$ cat config.mk
export PLATFORM = sky130hd
export DESIGN_NAME = clkcfg_top
export DESIGN_NICKNAME = d
export VERILOG_FILES = /design/src/source/clkcfg_pkg.sv /design/src/source/clkcfg_rom.sv /design/src/source/clkcfg_sequencer.sv /design/src/source/clkcfg_top.sv /design/src/source/spi_write_engine.sv
export SDC_FILE = /design/constraint.sdc
export NUM_CORES = 1
export LEC_CHECK = 0
export BUFFER_PORTS_ARGS = -buffer_cell sky130_fd_sc_hd__buf_2
export CAP_MARGIN = 20
export CORE_ASPECT_RATIO = 2
export CORE_MARGIN = 10
export CORE_UTILIZATION = 56
export CTS_CLUSTER_DIAMETER = 150
export CTS_CLUSTER_SIZE = 12
export DETAILED_ROUTE_END_ITERATION = 10
export PLACE_DENSITY = 0.8
export SYNTH_ARGS = -nofsm -noshare
export SYNTH_HDL_FRONTEND = slang
export SYNTH_SLANG_ARGS = --single-unit
$ cat constraint.sdc
create_clock -name clk_in -period 5.1 [get_ports clk_in]
set_input_delay 0.255 -clock clk_in [delete_from_list [all_inputs] [get_ports clk_in]]
set_output_delay 0.255 -clock clk_in [all_outputs]
set_load 0.02 [all_outputs]
$ cat src/source/clkcfg_pkg.sv
`default_nettype none

package clkcfg_pkg;

        //////////////////////////////
        // Frame format of the AD9516 serial port

        localparam int SPI_ADDR_W  = 13;
        localparam int SPI_DATA_W  = 8;
        localparam int SPI_FRAME_W = 24;

        // Register table
        localparam int NUM_WRITES = 76;
        localparam int STEP_W     = 7;

        //////////////////////////////
        // Link and pin timing, in clk_in cycles

        localparam int SCLK_HALF   = 2;  // One SCLK period is 4 cycles
        localparam int CS_GAP      = 2;
        localparam int SPI_CREDITS = 2;
        localparam int DONE_LEN    = 2;

        // Sent MSB first, instruction word then data byte
        typedef struct packed {
                logic                  rw;   // 0 for write
                logic [1:0]            len;  // 00 is one byte
                logic [SPI_ADDR_W-1:0] addr;
                logic [SPI_DATA_W-1:0] data;
        } spi_frame_t;

        typedef enum logic [1:0] {
                SEQ_IDLE,
                SEQ_SEND,
                SEQ_DRAIN,
                SEQ_DONE
        } seq_state_e;

        typedef enum logic [1:0] {
                ENG_IDLE,
                ENG_SHIFT,
                ENG_GAP
        } eng_state_e;

endpackage

`default_nettype wire

$ cat src/source/clkcfg_rom.sv
`timescale 1ns/1ns
`default_nettype none

module clkcfg_rom import clkcfg_pkg::*; (
        input  logic [STEP_W-1:0] i_step,
        output spi_frame_t        o_frame
);

        logic [SPI_ADDR_W-1:0] addr;
        logic [SPI_DATA_W-1:0] data;

        always_comb begin
                case (i_step)
                // Serial port and power-down setup
                7'd1:  {addr, data} = {13'h0001, 8'h00};
                7'd2:  {addr, data} = {13'h0002, 8'h10};
                7'd3:  {addr, data} = {13'h0003, 8'h43};
                7'd4:  {addr, data} = {13'h0004, 8'h00};
                //////////////////////////////
                // PLL dividers and charge pump
                7'd5:  {addr, data} = {13'h0010, 8'h7C};
                7'd6:  {addr, data} = {13'h0011, 8'h02};
                7'd7:  {addr, data} = {13'h0012, 8'h00};
                7'd8:  {addr, data} = {13'h0013, 8'h00};
                7'd9:  {addr, data} = {13'h0014, 8'h05};
                7'd10: {addr, data} = {13'h0015, 8'h00};
                7'd11: {addr, data} = {13'h0016, 8'h04};
                7'd12: {addr, data} = {13'h0017, 8'hAC};
                7'd13: {addr, data} = {13'h0018, 8'h07};  // VCO cal divider
                7'd14: {addr, data} = {13'h0019, 8'h40};
                7'd15: {addr, data} = {13'h001A, 8'h00};
                7'd16: {addr, data} = {13'h001B, 8'h01};
                7'd17: {addr, data} = {13'h001C, 8'h07};
                7'd18: {addr, data} = {13'h001D, 8'h0A};
                7'd19: {addr, data} = {13'h001E, 8'h00};
                7'd20: {addr, data} = {13'h001F, 8'h0E};
                // Fine delay blocks
                7'd21: {addr, data} = {13'h00A0, 8'h01};
                7'd22: {addr, data} = {13'h00A1, 8'h00};
                7'd23: {addr, data} = {13'h00A2, 8'h00};
                7'd24: {addr, data} = {13'h00A3, 8'h01};
                7'd25: {addr, data} = {13'h00A4, 8'h00};
                7'd26: {addr, data} = {13'h00A5, 8'h00};
                7'd27: {addr, data} = {13'h00A6, 8'h01};
                7'd28: {addr, data} = {13'h00A7, 8'h00};
                7'd29: {addr, data} = {13'h00A8, 8'h00};
                7'd30: {addr, data} = {13'h00A9, 8'h01};
                7'd31: {addr, data} = {13'h00AA, 8'h00};
                7'd32: {addr, data} = {13'h00AB, 8'h00};
                //////////////////////////////
                // LVPECL and LVDS/CMOS outputs
                7'd33: {addr, data} = {13'h00F0, 8'h0A};
                7'd34: {addr, data} = {13'h00F1, 8'h0A};
                7'd35: {addr, data} = {13'h00F2, 8'h0A};
                7'd36: {addr, data} = {13'h00F3, 8'h0A};
                7'd37: {addr, data} = {13'h00F4, 8'h0A};
                7'd38: {addr, data} = {13'h00F5, 8'h08};
                7'd39: {addr, data} = {13'h0140, 8'h42};
                7'd40: {addr, data} = {13'h0141, 8'h43};
                7'd41: {addr, data} = {13'h0142, 8'h42};
                7'd42: {addr, data} = {13'h0143, 8'h42};
                // Output channel dividers
                7'd43: {addr, data} = {13'h0190, 8'h00};
                7'd44: {addr, data} = {13'h0191, 8'h80};
                7'd45: {addr, data} = {13'h0192, 8'h00};
                7'd46: {addr, data} = {13'h0193, 8'hBB};
                7'd47: {addr, data} = {13'h0194, 8'h00};
                7'd48: {addr, data} = {13'h0195, 8'h00};
                7'd49: {addr, data} = {13'h0196, 8'h11};
                7'd50: {addr, data} = {13'h0197, 8'h80};
                7'd51: {addr, data} = {13'h0198, 8'h00};
                7'd52: {addr, data} = {13'h0199, 8'h11};
                7'd53: {addr, data} = {13'h019A, 8'h00};
                7'd54: {addr, data} = {13'h019B, 8'h00};
                7'd55: {addr, data} = {13'h019C, 8'h00};
                7'd56: {addr, data} = {13'h019D, 8'h00};
                7'd57: {addr, data} = {13'h019E, 8'h11};
                7'd58: {addr, data} = {13'h019F, 8'h00};
                7'd59: {addr, data} = {13'h01A0, 8'h00};
                7'd60: {addr, data} = {13'h01A1, 8'h00};
                7'd61: {addr, data} = {13'h01A2, 8'h00};
                7'd62: {addr, data} = {13'h01A3, 8'h00};
                // VCO divider, input select, sync and update
                7'd63: {addr, data} = {13'h01E0, 8'h00};
                7'd64: {addr, data} = {13'h01E1, 8'h02};
                7'd65: {addr, data} = {13'h0230, 8'h00};
                7'd66: {addr, data} = {13'h0231, 8'h00};
                7'd67: {addr, data} = {13'h0232, 8'h00};
                //////////////////////////////
                // Calibration toggle, then soft sync
                7'd68: {addr, data} = {13'h0018, 8'h06};
                7'd69: {addr, data} = {13'h0232, 8'h01};
                7'd70: {addr, data} = {13'h0018, 8'h07};  // Starts VCO cal
                7'd71: {addr, data} = {13'h0232, 8'h01};
                7'd72: {addr, data} = {13'h0230, 8'h01};
                7'd73: {addr, data} = {13'h0232, 8'h01};
                7'd74: {addr, data} = {13'h0230, 8'h00};  // Release sync
                7'd75: {addr, data} = {13'h0232, 8'h01};
                // Step 0, also anything past the table
                default: {addr, data} = {13'h0000, 8'h18};
                endcase
        end

        // Write, one byte
        assign o_frame = '{rw: 1'b0, len: 2'b00, addr: addr, data: data};

endmodule

`default_nettype wire

$ cat src/source/clkcfg_sequencer.sv
`timescale 1ns/1ns
`default_nettype none

module clkcfg_sequencer import clkcfg_pkg::*; (
        input  logic              clk_in,
        input  logic              rst_n,
        input  logic              i_start,
        output logic              o_ready,
        output logic              o_cfg_done,
        output logic [STEP_W-1:0] o_step,
        input  spi_frame_t        i_frame,
        output spi_frame_t        o_frame,
        output logic              o_send,
        input  logic              i_credit_ret
);

        seq_state_e        state;
        logic [STEP_W-1:0] step;
        logic [1:0]        credits;
        logic [1:0]        credits_nxt;
        logic [1:0]        done_cnt;
        logic              send_fire;

        assign send_fire   = (state == SEQ_SEND) && (credits != 2'd0);
        assign credits_nxt = credits + {1'b0, i_credit_ret} - {1'b0, send_fire};

        assign o_step     = step;
        assign o_ready    = (state == SEQ_IDLE);
        assign o_cfg_done = (state == SEQ_DONE);

        // Frame goes out with its strobe
        always_ff @(posedge clk_in) begin
                if (send_fire) begin
                        o_frame <= i_frame;
                end
        end

        always_ff @(posedge clk_in) begin
                if (!rst_n) begin
                        state    <= SEQ_IDLE;
                        step     <= '0;
                        credits  <= 2'(SPI_CREDITS);
                        done_cnt <= '0;
                        o_send   <= 1'b0;
                end else begin
                        o_send  <= send_fire;
                        credits <= credits_nxt;
                        case (state)
                        SEQ_IDLE: begin
                                if (i_start) begin
                                        step  <= '0;
                                        state <= SEQ_SEND;
                                end
                        end
                        SEQ_SEND: begin
                                if (send_fire) begin
                                        if (step == STEP_W'(NUM_WRITES - 1)) begin
                                                state <= SEQ_DRAIN;
                                        end else begin
                                                step <= step + STEP_W'(1);
                                        end
                                end
                        end
                        SEQ_DRAIN: begin
                                // Last frame has left the pins
                                if (credits_nxt == 2'(SPI_CREDITS)) begin
                                        done_cnt <= '0;
                                        state    <= SEQ_DONE;
                                end
                        end
                        default: begin
                                if (done_cnt == 2'(DONE_LEN - 1)) begin
                                        state <= SEQ_IDLE;
                                end else begin
                                        done_cnt <= done_cnt + 2'd1;
                                end
                        end
                        endcase
                end
        end

        //////////////////////////////
        // Credit link checks

        // A frame on the link always holds one credit
        a_send_needs_credit: assert property (@(posedge clk_in) disable iff (!rst_n)
                o_send |-> credits != 2'(SPI_CREDITS))
                else $error("send issued without spending a credit");

        a_credit_bound: assert property (@(posedge clk_in) disable iff (!rst_n)
                credits <= 2'(SPI_CREDITS))
                else $error("engine returned more credits than it was given");

endmodule

`default_nettype wire

$ cat src/source/clkcfg_top.sv
`timescale 1ns/1ns
`default_nettype none

module clkcfg_top import clkcfg_pkg::*; (
        input  logic clk_in,
        input  logic rst_n,
        input  logic i_start,
        output logic o_ready,
        output logic o_cfg_done,
        output logic o_sclk,
        output logic o_sda,
        output logic o_cs_n
);

        logic [STEP_W-1:0] step;
        spi_frame_t        rom_frame;
        spi_frame_t        seq_frame;
        logic              send;
        logic              credit_ret;

        clkcfg_sequencer seq0 (
                .clk_in       (clk_in),
                .rst_n        (rst_n),
                .i_start      (i_start),
                .o_ready      (o_ready),
                .o_cfg_done   (o_cfg_done),
                .o_step       (step),
                .i_frame      (rom_frame),
                .o_frame      (seq_frame),
                .o_send       (send),
                .i_credit_ret (credit_ret)
        );

        clkcfg_rom rom0 (
                .i_step  (step),
                .o_frame (rom_frame)
        );

        spi_write_engine eng0 (
                .clk_in       (clk_in),
                .rst_n        (rst_n),
                .i_frame      (seq_frame),
                .i_send       (send),
                .o_credit_ret (credit_ret),
                .o_sclk       (o_sclk),
                .o_sda        (o_sda),
                .o_cs_n       (o_cs_n)
        );

endmodule

`default_nettype wire

$ cat src/source/spi_write_engine.sv
`timescale 1ns/1ns
`default_nettype none

module spi_write_engine import clkcfg_pkg::*; (
        input  logic       clk_in,
        input  logic       rst_n,
        input  spi_frame_t i_frame,
        input  logic       i_send,
        output logic       o_credit_ret,
        output logic       o_sclk,
        output logic       o_sda,
        output logic       o_cs_n
);

        eng_state_e state;

        // Frame slots, one per credit
        spi_frame_t slot [SPI_CREDITS];
        logic       wr_ptr;
        logic       rd_ptr;
        logic [1:0] count;

        logic [1:0]             phase_cnt;
        logic [4:0]             bit_cnt;
        logic [1:0]             gap_cnt;
        logic [SPI_FRAME_W-1:0] shreg;
        logic                   phase_end;
        logic                   last_bit;
        logic                   load;

        assign phase_end = (phase_cnt == 2'(SCLK_HALF - 1));
        assign last_bit  = (bit_cnt == 5'(SPI_FRAME_W - 1));

        // Start from idle, or straight out of a finished gap
        assign load = (count != 2'd0) &&
                      ((state == ENG_IDLE) ||
                       ((state == ENG_GAP) && (gap_cnt == 2'(CS_GAP - 1))));

        assign o_sda = shreg[SPI_FRAME_W-1];

        //////////////////////////////
        // Frame buffer

        always_ff @(posedge clk_in) begin
                if (i_send) begin
                        slot[wr_ptr] <= i_frame;
                end
        end

        always_ff @(posedge clk_in) begin
                if (!rst_n) begin
                        wr_ptr <= 1'b0;
                        rd_ptr <= 1'b0;
                        count  <= 2'd0;
                end else begin
                        if (i_send) begin
                                wr_ptr <= ~wr_ptr;
                        end
                        if (load) begin
                                rd_ptr <= ~rd_ptr;
                        end
                        count <= count + {1'b0, i_send} - {1'b0, load};
                end
        end

        //////////////////////////////
        // Shifter and CS_n framing

        always_ff @(posedge clk_in) begin
                if (!rst_n) begin
                        state        <= ENG_IDLE;
                        o_cs_n       <= 1'b1;
                        o_sclk       <= 1'b0;
                        o_credit_ret <= 1'b0;
                        shreg        <= '0;
                        phase_cnt    <= '0;
                        bit_cnt      <= '0;
                        gap_cnt      <= '0;
                end else begin
                        o_credit_ret <= 1'b0;
                        if (load) begin
                                shreg     <= slot[rd_ptr];  // MSB on SDA with CS_n fall
                                o_cs_n    <= 1'b0;
                                o_sclk    <= 1'b0;
                                phase_cnt <= '0;
                                bit_cnt   <= '0;
                                state     <= ENG_SHIFT;
                        end else begin
                                case (state)
                                ENG_SHIFT: begin
                                        phase_cnt <= phase_end ? 2'd0 : phase_cnt + 2'd1;
                                        if (phase_end && !o_sclk) begin
                                                o_sclk <= 1'b1;
                                        end else if (phase_end && last_bit) begin
                                                o_sclk       <= 1'b0;
                                                o_cs_n       <= 1'b1;
                                                o_credit_ret <= 1'b1;  // Slot freed
                                                gap_cnt      <= '0;
                                                state        <= ENG_GAP;
                                        end else if (phase_end) begin
                                                // Falling edge moves SDA on
                                                o_sclk  <= 1'b0;
                                                shreg   <= shreg << 1;
                                                bit_cnt <= bit_cnt + 5'd1;
                                        end
                                end
                                ENG_GAP: begin
                                        if (gap_cnt == 2'(CS_GAP - 1)) begin
                                                state <= ENG_IDLE;
                                        end else begin
                                                gap_cnt <= gap_cnt + 2'd1;
                                        end
                                end
                                default: ;
                                endcase
                        end
                end
        end

        a_sclk_idle_low: assert property (@(posedge clk_in) disable iff (!rst_n)
                o_cs_n |-> !o_sclk)
                else $error("SCLK high outside a frame");

        a_no_overflow: assert property (@(posedge clk_in) disable iff (!rst_n)
                i_send |-> count != 2'(SPI_CREDITS))
                else $error("frame sent with both slots full");

endmodule

`default_nettype wire

==> impl_metrics.env, run 1 <==
export IMPL_cts_resized=0
export IMPL_max_slew_margin_pct=29.5
export IMPL_synthTopCellsByArea="edfxtp_1 29%, dfxtp_1 20%, a211oi_1 5.9%, mux2i_1 5.9%, ha_1 4.7%"
export IMPL_power_total_mw=2.34
export IMPL_whs_ns=0.286
export IMPL_clk_path_buf_depth=2
export IMPL_post_drt_wl_per_cell_um=17.6
export IMPL_hold_class="in2reg"
export IMPL_ys_ff_latch=111
export IMPL_max_stage_delay_ns=0.35
export IMPL_hold_depth=2
export IMPL_p_int_mw=1.70
export IMPL_portBuffers=7
export IMPL_yosys_warnings=0
export IMPL_cts_tree="done"
export IMPL_setup_viol=0
export IMPL_row_count=51
export IMPL_synth_largest_area_cell="edfxtp_1"
export IMPL_die_area_um2=14700
export IMPL_ir_worst_vdd_uv=216
export IMPL_combPwrFrac_pct=19.9
export IMPL_async_reset_ff_share_pct=0
export IMPL_syn_to_final_growth_pct=7.45
export IMPL_placed_cells=654
export IMPL_netlist_area_leader_share_pct=28.7
export IMPL_setup_worst_path_start="seq0.state[1]"
export IMPL_cts_setup_buffers=0
export IMPL_worstPathArrival_ns=2.76
export IMPL_utilization_pct=61.7
export IMPL_ff2ff_setup_slack_ns=2.56
export IMPL_cp_end_kind="flip-flop"
export IMPL_busiest_layer="met2"
export IMPL_slowest_stage="dfxtp_1"
export IMPL_path_max_fanout=9
export IMPL_drv_cap=0
export IMPL_swShare_pct=27.4
export IMPL_ant_nets=0
export IMPL_rsz0062_at_grt="false"
export IMPL_synthTopCellsByCount="57 x dfxtp_1, 54 x edfxtp_1, 44 x a211oi_1"
export IMPL_yosys_most_used_dff="dfxtp_1"
export IMPL_p_leak_nw=2.20
export IMPL_period_minus_slack_ns=2.54
export IMPL_viasPerCell=6.21
export IMPL_min_from="rst_n"
export IMPL_reg2reg_depth=11
export IMPL_root_buffer="clkbuf_16"
export IMPL_skew_ns=0.00930
export IMPL_grt_total_usage_pct=16.3
export IMPL_synthCells=550
export IMPL_p_clk_share_pct=31.0
export IMPL_placed_area_um2=5700
export IMPL_totalWireLength_mm=11.8
export IMPL_gp_congestion=0.918
export IMPL_antenna_found_initial=0
export IMPL_ys_types=64
export IMPL_grt_pass1_vias=4115
export IMPL_grt_ovfl_total=0
export IMPL_start_util_pct=57.4
export IMPL_synth_most_common_cell="dfxtp_1"
export IMPL_setup_ws_ns=2.56
export IMPL_r2r_end="seq0.state[0]"
export IMPL_fillers=812
export IMPL_grt_use_met3_pct=2.59
export IMPL_avgSynthCellArea_um2=10.3
export IMPL_grt_use_met1_pct=16.0
export IMPL_pwr_share_seq_pct=49.1
export IMPL_grt_pass1_wl_mm=19.8
export IMPL_die_width_um=91.0
export IMPL_worstSkewPairLatency_ns=0.34
export IMPL_final_cells=671
export IMPL_syn_cell_area_um2=5640
export IMPL_drc=0
export IMPL_worst_pin_slew_ns=1.06
export IMPL_die_y_um=162
export IMPL_fmax_ghz=0.394
export IMPL_n_antenna_cell=0
export IMPL_htree_levels=3
export IMPL_ios=8
export IMPL_final_setup_tns_ns=0
export IMPL_design_area_um2=6060
export IMPL_hold_violations=0
export IMPL_slew_viol_final=0
export IMPL_p_per_area_nw_per_um2=386
export IMPL_firstDrtPassIters=5
export IMPL_preCtsSetupSlack_ns=2.61
export IMPL_required_ns=5.32
export IMPL_path_cells="inv_1, ha_1, inv_1, nor2_1, ha_1, inv_1, ha_1, xnor3_1, o21ai_0, o2111ai_1, mux2i_1"
export IMPL_cp_endpoint="seq0.state[0]"
export IMPL_cp_start_kind="flip-flop"
export IMPL_numCtsBuffers=9
export IMPL_grt_use_met2_pct=30.4
export IMPL_r2r_start="seq0.state[1]"
export IMPL_finalCritPeriodShare_pct=49.8
export IMPL_post_dp_hpwl_mm=8.39
export IMPL_synth_edf_count=54
export IMPL_outcome="finished, final reports clean"
export IMPL_critPathKind="reg2reg"
export IMPL_initialDrtViolationCount=253
export IMPL_vias=4165
export IMPL_drive_gt1_share_pct=7.61
export IMPL_grt_start_max_net_pins=49
export IMPL_finalNetCount=558
export IMPL_syn_nets=574
export IMPL_ys_seq_area_share_pct=49.0
export IMPL_power_switching_mw=0.643
export IMPL_cts_hold_buf=0
export IMPL_numClockSinks=111
export IMPL_clkTransAtPathRegs_ns=0.07
export IMPL_coreArea_um2=9830
-- power groups by stage --
stage               logic (mW)  clock network, mW  registers, mW
floorplan                0.364                  0           1.15
global placement         0.435                  0           1.17
detailed placement       0.450                  0           1.18
CTS                      0.452              0.742           1.16
global route             0.519              0.778           1.17
finish                   0.466              0.726           1.15
-- cell families after synthesis --
| kind of cell | share of synthesized area [%] |
|---|---|
| mux | 6.65 |
| buf+inv | 4.77 |
| xor+xnor | 1.95 |
| flops | 49.0 |
| fa+ha+maj | 4.83 |
| compound gates | 17.7 |
| simple gates | 15.1 |
-- worst min path at each step --
| stage | end | slack (ns) |
|---|---|---|
| after floorplan | eng0.slot[0][0] | 0.42 |
| after global placement | eng0.slot[0][13] | 0.42 |
| after detailed placement | eng0.slot[0][8] | 0.43 |
| after CTS | seq0.credits[1] | 0.26 |
| after global routing | seq0.credits[1] | 0.28 |
| final | seq0.credits[1] | 0.29 |
-- routing by layer --
layer	vias to the layer above	share of wire, %
li1	2008	-
met1	1988	36
met2	133	55
met3	36	4.0
met4	0	4.7
met5	-	0
-- cell type report --
type	count	area, um^2	area share [%]
Multi-Input combinational cell	376	2610	43.1
Tap cell	132	165	2.72
Timing Repair Buffer	14	108	1.78
Clock buffer	13	314	5.18
Sequential cell	111	2760	45.6
Inverter	22	82.6	1.36
Clock inverter	3	16.3	0.268
-- sequential cells by signal, summed over array words and instances (netlist names), 5 cells and up, named ones only --
register      count
eng0.bit_cnt      5
eng0.shreg       24
eng0.slot        36
seq0.o_frame     18
seq0.o_step       7
-- placed cells by master, fill, tap and decap left out, drive strengths merged, types with 3 or more instances in the layout --
cell	synthesis	routed
o22ai	8	8
nor3	9	9
dfxtp	57	57
ha	21	21
o21a	4	4
edfxtp	54	54
a31oi	10	10
clkinv	2	4
a311oi	3	3
nand2	28	28
a211oi	44	44
or3	7	7
nor2b	23	23
nand2b	10	10
mux2i	33	33
nor4	4	4
and2	5	5
a21oi	17	17
nand3	19	19
clkbuf	23	13
o211ai	4	4
a21boi	3	3
inv	20	21
nand3b	3	3
o21ai	25	25
o32ai	4	4
buf	18	14
xor2	5	5
nor2	40	40
xnor2	5	5
-- critical path, delay by kind of cell (launching register included) --
family / cells / cell delay [ns]
compound gates: 2 / 0.44
xor+xnor: 1 / 0.22
fa+ha+maj: 3 / 0.71
buf+inv: 3 / 0.35
flops: 1 / 0.35
mux: 1 / 0.16
simple gates: 1 / 0.18
No activity file was read; power rests on OpenSTA's default activity.
==> inputs of run 2 (changes only) <==
--- a/config.mk
+++ b/config.mk
@@ -13,7 +13,7 @@
 export CTS_CLUSTER_DIAMETER = 150
 export CTS_CLUSTER_SIZE = 12
 export DETAILED_ROUTE_END_ITERATION = 10
-export PLACE_DENSITY = 0.8
+export PLACE_DENSITY = 0.83
 export SYNTH_ARGS = -nofsm -noshare
 export SYNTH_HDL_FRONTEND = slang
 export SYNTH_SLANG_ARGS = --single-unit
==> constraint.sdc (replaced) <==
create_clock -name clk_in -period 2.2 [get_ports clk_in]
set_input_delay 0.11 -clock clk_in [delete_from_list [all_inputs] [get_ports clk_in]]
set_output_delay 0.11 -clock clk_in [all_outputs]
set_load 0.02 [all_outputs]
==> run 2 against run 1 <==
Compared with the run above: clock skew hardly changed; combinational power grew to 2.6 times the previous value; critical endpoint is now seq0.state[1]; critical path type unchanged; count of clock-buffer cells in the layout is 1 lower; cell count is 3.0% higher; maximum frequency is 21% higher; sequential power is 130% higher; hold slack worse by 0.16 ns; global-route usage is 0.30 points lower; utilization is 1.9 points higher; sequential cell count stayed put.
==> impl_metrics.env, run 2 (same netlist as run 1, synthesis figures left out) <==
export IMPL_ant_nets=0
export IMPL_grt_pass1_vias=4114
export IMPL_finalCritPeriodShare_pct=95.3
export IMPL_hold_violations=0
export IMPL_setup_worst_path_start="seq0.state[1]"
export IMPL_path_max_fanout=9
export IMPL_required_ns=2.43
export IMPL_path_buf_inv=3
export IMPL_p_leak_nw=2.30
export IMPL_setup_viol=0
export IMPL_clkTransAtPathRegs_ns=0.07
export IMPL_cts_tree="done"
export IMPL_period_minus_slack_ns=2.10
export IMPL_antenna_found_initial=0
export IMPL_regMostFlops="eng0.slot"
export IMPL_n_antenna_cell=0
export IMPL_placed_area_um2=5940
export IMPL_syn_to_final_growth_pct=10.8
export IMPL_fillers=815
export IMPL_max_slew_margin_pct=60.2
export IMPL_whs_ns=0.123
export IMPL_reg_largest_list="eng0.slot (36), eng0.shreg (24), seq0.o_frame (18)"
export IMPL_die_width_um=91.0
export IMPL_ios=8
export IMPL_ir_worst_vdd_uv=444
export IMPL_die_area_um2=14700
export IMPL_grt_start_max_net_pins=41
export IMPL_critPathKind="reg2reg"
export IMPL_critPathTopFamily="adder cells"
export IMPL_fmax_ghz=0.477
export IMPL_worst_pin_slew_ns=0.592
export IMPL_worstSkewPairLatency_ns=0.34
export IMPL_skew_ns=0.00980
export IMPL_portBuffers=7
export IMPL_final_cell_mix="55 x dfxtp_1, 54 x edfxtp_1, 44 x a211oi_1"
export IMPL_viasPerCell=6.07
export IMPL_root_buffer="clkbuf_16"
export IMPL_multiInputGateArea_um2=2650
export IMPL_firstDrtPassIters=4
export IMPL_seqCellArea_um2=2770
export IMPL_post_dp_hpwl_mm=8.49
export IMPL_placed_cells=675
export IMPL_cp_start_kind="flip-flop"
export IMPL_totalWireLength_mm=11.6
export IMPL_final_cells=691
export IMPL_grt_ovfl_total=0
export IMPL_layout_commonest_cell="dfxtp_1"
export IMPL_drive_gt1_share_pct=12.5
export IMPL_numCtsBuffers=9
export IMPL_rsz0062_at_grt="false"
export IMPL_slowest_stage="dfxtp_4"
export IMPL_preCtsSetupSlack_ns=0.0872
export IMPL_p_per_area_nw_per_um2=879
export IMPL_drc=0
export IMPL_clk_path_buf_depth=2
export IMPL_numClockSinks=111
export IMPL_initialDrtViolationCount=170
export IMPL_cts_hold_buf=0
export IMPL_coreArea_um2=9830
export IMPL_gp_congestion=0.913
export IMPL_min_from="rst_n"
export IMPL_r2r_start="seq0.state[1]"
export IMPL_die_y_um=162
export IMPL_hold_class="in2reg"
export IMPL_row_count=51
export IMPL_grt_pass1_wl_mm=19.6
export IMPL_setup_ws_ns=0.104
export IMPL_post_drt_wl_per_cell_um=16.8
export IMPL_utilization_pct=63.6
export IMPL_cp_end_kind="flip-flop"
export IMPL_path_cells="inv_2, ha_4, inv_6, nor2_4, ha_1, inv_1, ha_2, xnor3_1, o21ai_2, o2111ai_2, mux2i_1"
export IMPL_worstPathArrival_ns=2.32
export IMPL_slew_viol_final=0
export IMPL_max_stage_delay_ns=0.37
export IMPL_grt_total_usage_pct=16.0
export IMPL_drv_cap=0
export IMPL_finalNetCount=578
export IMPL_start_util_pct=57.4
export IMPL_htree_levels=3
export IMPL_vias=4193
export IMPL_design_area_um2=6250
export IMPL_largest_reg_flops=36
export IMPL_outcome="finished, final reports clean"
run 2: path summary, 6_finish.rpt:
kind	endpoint	slack, ns	cells after the start
worst min register to register	eng0.slot[1][9]	0.44	0
worst max-delay path	seq0.state[1]	0.10	11
worst min-delay path	seq0.credits[1]	0.12	2
worst max register to register	seq0.state[1]	0.10	11
run 2: what timing repair did:
item | in CTS | in global routing
setup endpoints to repair | 0 | 2
gates resized for setup | 0 | 1
setup buffers | 0 | 0
run 2: stage by stage:
step / TNS, ns / total power [mW]
after detailed placement: 0 / 3.92
after floorplan: -0.187 / 3.58
after global routing: 0 / 5.76
after CTS: 0 / 5.52
after global placement: 0 / 3.85
final: 0 / 5.49
run 2: cell type report:
type                    instances  share of cell area [%]
inverters                      22                    1.40
clock inverters                 4                   0.520
multi-input cells             376                    42.3
clock buffers                  12                    4.44
well taps                     132                    2.64
flip-flops and latches        111                    44.3
repair buffers                 34                    4.40
run 2: metal layers:
metal | vias up | part of all wire, % | GRT usage, %
li1 | 2059 | - | -
met4 | 0 | 3.6 | 7.95
met1 | 2021 | 38 | 16.6
met5 | - | 0 | 0
met3 | 30 | 2.2 | 2.49
met2 | 83 | 56 | 30.0
run 2: where the power goes:
part           leakage (nW)  internal, mW  switching (mW)  total, mW
combinational          1.19         0.504           0.726       1.23
sequential            0.957          2.51           0.137       2.65
clock                 0.155         0.908           0.706       1.61
==> inputs of run 3 (changes only) <==
--- a/config.mk
+++ b/config.mk
@@ -13,7 +13,7 @@
 export CTS_CLUSTER_DIAMETER = 150
 export CTS_CLUSTER_SIZE = 12
 export DETAILED_ROUTE_END_ITERATION = 10
-export PLACE_DENSITY = 0.83
+export PLACE_DENSITY = 0.76
 export SYNTH_ARGS = -nofsm -noshare
 export SYNTH_HDL_FRONTEND = slang
 export SYNTH_SLANG_ARGS = --single-unit
==> run 3 against run 2 <==
Compared with the run above: routed wire length up 1.7%; non-clock buffer count down 1; via count about the same; critical endpoint is now seq0.state[0]; register-to-register slack better by 0.03 ns; final area down 0.74%; utilization down 0.47 points; die area unchanged; global-route usage up 0.30 points; critical path depth unchanged.
==> impl_metrics.env, run 3 (same netlist as run 1, synthesis figures left out) <==
export IMPL_cts_setup_buffers=0
export IMPL_grt_pass1_wl_mm=19.8
export IMPL_ff2ff_setup_slack_ns=0.13
export IMPL_die_y_um=162
export IMPL_hold_class="in2reg"
export IMPL_numCtsBuffers=9
export IMPL_vias=4189
export IMPL_fmax_ghz=0.484
export IMPL_drive_gt1_share_pct=12.0
export IMPL_max_stage_delay_ns=0.38
export IMPL_top_layer="met4"
export IMPL_die_width_um=91.0
export IMPL_path_cells="inv_2, ha_4, inv_6, nor2_4, ha_1, inv_1, ha_2, xnor3_1, o21ai_2, o2111ai_2, mux2i_1"
export IMPL_post_dp_hpwl_mm=8.78
export IMPL_clkTransAtPathRegs_ns=0.07
export IMPL_design_area_um2=6210
export IMPL_cp_start_kind="flip-flop"
export IMPL_start_util_pct=57.4
export IMPL_portBuffers=7
export IMPL_placed_cells=674
export IMPL_path_buf_inv=3
export IMPL_regMostFlops="eng0.slot"
export IMPL_cts_tree="done"
export IMPL_outcome="finished, final reports clean"
export IMPL_reg2reg_depth=11
export IMPL_p_int_mw=3.89
export IMPL_root_buffer="clkbuf_16"
export IMPL_grt_ovfl_total=0
export IMPL_largest_reg_flops=36
export IMPL_wl_met3_um=367
export IMPL_p_clk_share_pct=29.2
export IMPL_setup_worst_path_start="seq0.state[1]"
export IMPL_critPathTopFamily="adder cells"
export IMPL_p_per_area_nw_per_um2=879
export IMPL_wl_met1_mm=4.20
export IMPL_viasPerCell=6.07
export IMPL_path_max_fanout=9
export IMPL_firstDrtPassIters=4
export IMPL_grt_start_max_net_pins=36
export IMPL_post_drt_wl_per_cell_um=17.1
export IMPL_period_minus_slack_ns=2.07
export IMPL_syn_to_final_growth_pct=10.0
export IMPL_cp_end_kind="flip-flop"
export IMPL_row_count=51
export IMPL_antenna_found_initial=0
export IMPL_grt_total_usage_pct=16.3
export IMPL_ir_worst_vdd_uv=671
export IMPL_placed_area_um2=5910
export IMPL_hold_depth=2
export IMPL_hold_violations=0
export IMPL_coreArea_um2=9830
export IMPL_cts_hold_buf=0
export IMPL_r2r_end="seq0.state[0]"
export IMPL_p_leak_nw=2.28
export IMPL_totalWireLength_mm=11.8
export IMPL_layout_commonest_cell="dfxtp_1"
export IMPL_critPathKind="reg2reg"
export IMPL_clk_path_buf_depth=2
export IMPL_r2r_start="seq0.state[1]"
export IMPL_slew_viol_final=0
export IMPL_power_switching_mw=1.56
export IMPL_reg_largest_list="eng0.slot (36), eng0.shreg (24), seq0.o_frame (18)"
export IMPL_ios=8
export IMPL_fillers=839
export IMPL_initialDrtViolationCount=146
export IMPL_drv_cap=0
export IMPL_finalCritPeriodShare_pct=94.0
export IMPL_rsz0062_at_grt="false"
export IMPL_n_antenna_cell=0
export IMPL_required_ns=2.43
export IMPL_swShare_pct=28.6
export IMPL_max_slew_margin_pct=66.4
export IMPL_die_area_um2=14700
export IMPL_setup_viol=0
export IMPL_final_setup_tns_ns=0
export IMPL_ant_nets=0
export IMPL_final_cell_mix="55 x dfxtp_1, 54 x edfxtp_1, 44 x a211oi_1"
export IMPL_power_total_mw=5.45
export IMPL_cp_endpoint="seq0.state[0]"
export IMPL_dr_wl_met2_mm=6.70
export IMPL_pwr_share_seq_pct=48.6
export IMPL_path_depth=11
export IMPL_final_cells=690
export IMPL_worst_pin_slew_ns=0.501
export IMPL_finalNetCount=577
export IMPL_htree_levels=3
export IMPL_gp_congestion=0.901
export IMPL_slowest_stage="dfxtp_4"
export IMPL_numClockSinks=111
export IMPL_skew_ns=0.00926
export IMPL_worstPathArrival_ns=2.29
export IMPL_combPwrFrac_pct=22.1
export IMPL_worstSkewPairLatency_ns=0.34
export IMPL_min_from="rst_n"
export IMPL_grt_pass1_vias=4161
export IMPL_drc=0
run 3: changes by cell type in the layout (fill, tap and decap cells not counted), sizes merged:
| cell | delta |
|---|---|
| buf | -1 |
| bufinv | +1 |
| clkbuf | -3 |
| clkinv | +1 |
| clkinvlp | +1 |
run 3: power groups by stage:
stage / Clock, mW / Sequential, mW / Combinational, mW
floorplan: 0 / 2.66 / 0.918
global placement: 0 / 2.68 / 1.16
detailed placement: 0 / 2.70 / 1.20
CTS: 1.63 / 2.66 / 1.21
global route: 1.71 / 2.69 / 1.34
finish: 1.60 / 2.65 / 1.21
run 3: cell type report:
cell class	instances	area, um^2	share of cell area (%)
tap	132	165	2.66
clock buffer	9	225	3.63
inverter	22	87.6	1.41
multi-input combinational	376	2650	42.6
clock inverter	7	71.3	1.15
timing repair buffer	33	243	3.91
sequential	111	2770	44.6
run 3: per-stage QoR:
stage | util, % | hold WS [ns] | setup WS (ns)
after detailed placement | 60.1 | 0.430 | 0.0958
after global routing | 63.2 | 0.132 | 0.00875
after floorplan | - | 0.351 | -0.0796
after global placement | 60.1 | 0.425 | 0.161
after CTS | 63.1 | 0.103 | 0.0726
final | 63.2 | 0.122 | 0.132
run 3: layer usage:
layer / global-route usage (%) / up-vias
li1: - / 2054
met1: 15.6 / 2005
met2: 31.1 / 97
met3: 2.63 / 33
met4: 10.0 / 0
met5: 0 / -
run 3: worst min path at each step:
stage	slack [ns]	end
6_report	0.12	seq0.credits[1]
5_1_grt	0.13	seq0.credits[1]
4_1_cts	0.10	seq0.credits[1]
3_5_place_dp	0.43	eng0.slot[0][7]
3_3_place_gp	0.43	eng0.slot[0][3]
2_1_floorplan	0.35	eng0.bit_cnt[4]
run 3: what timing repair did:
| action | in CTS | in global routing |
|---|---|---|
| gates resized for setup | 0 | 1 |
| endpoints found under the hold margin | 0 | 0 |
| setup endpoints to repair | 0 | 2 |
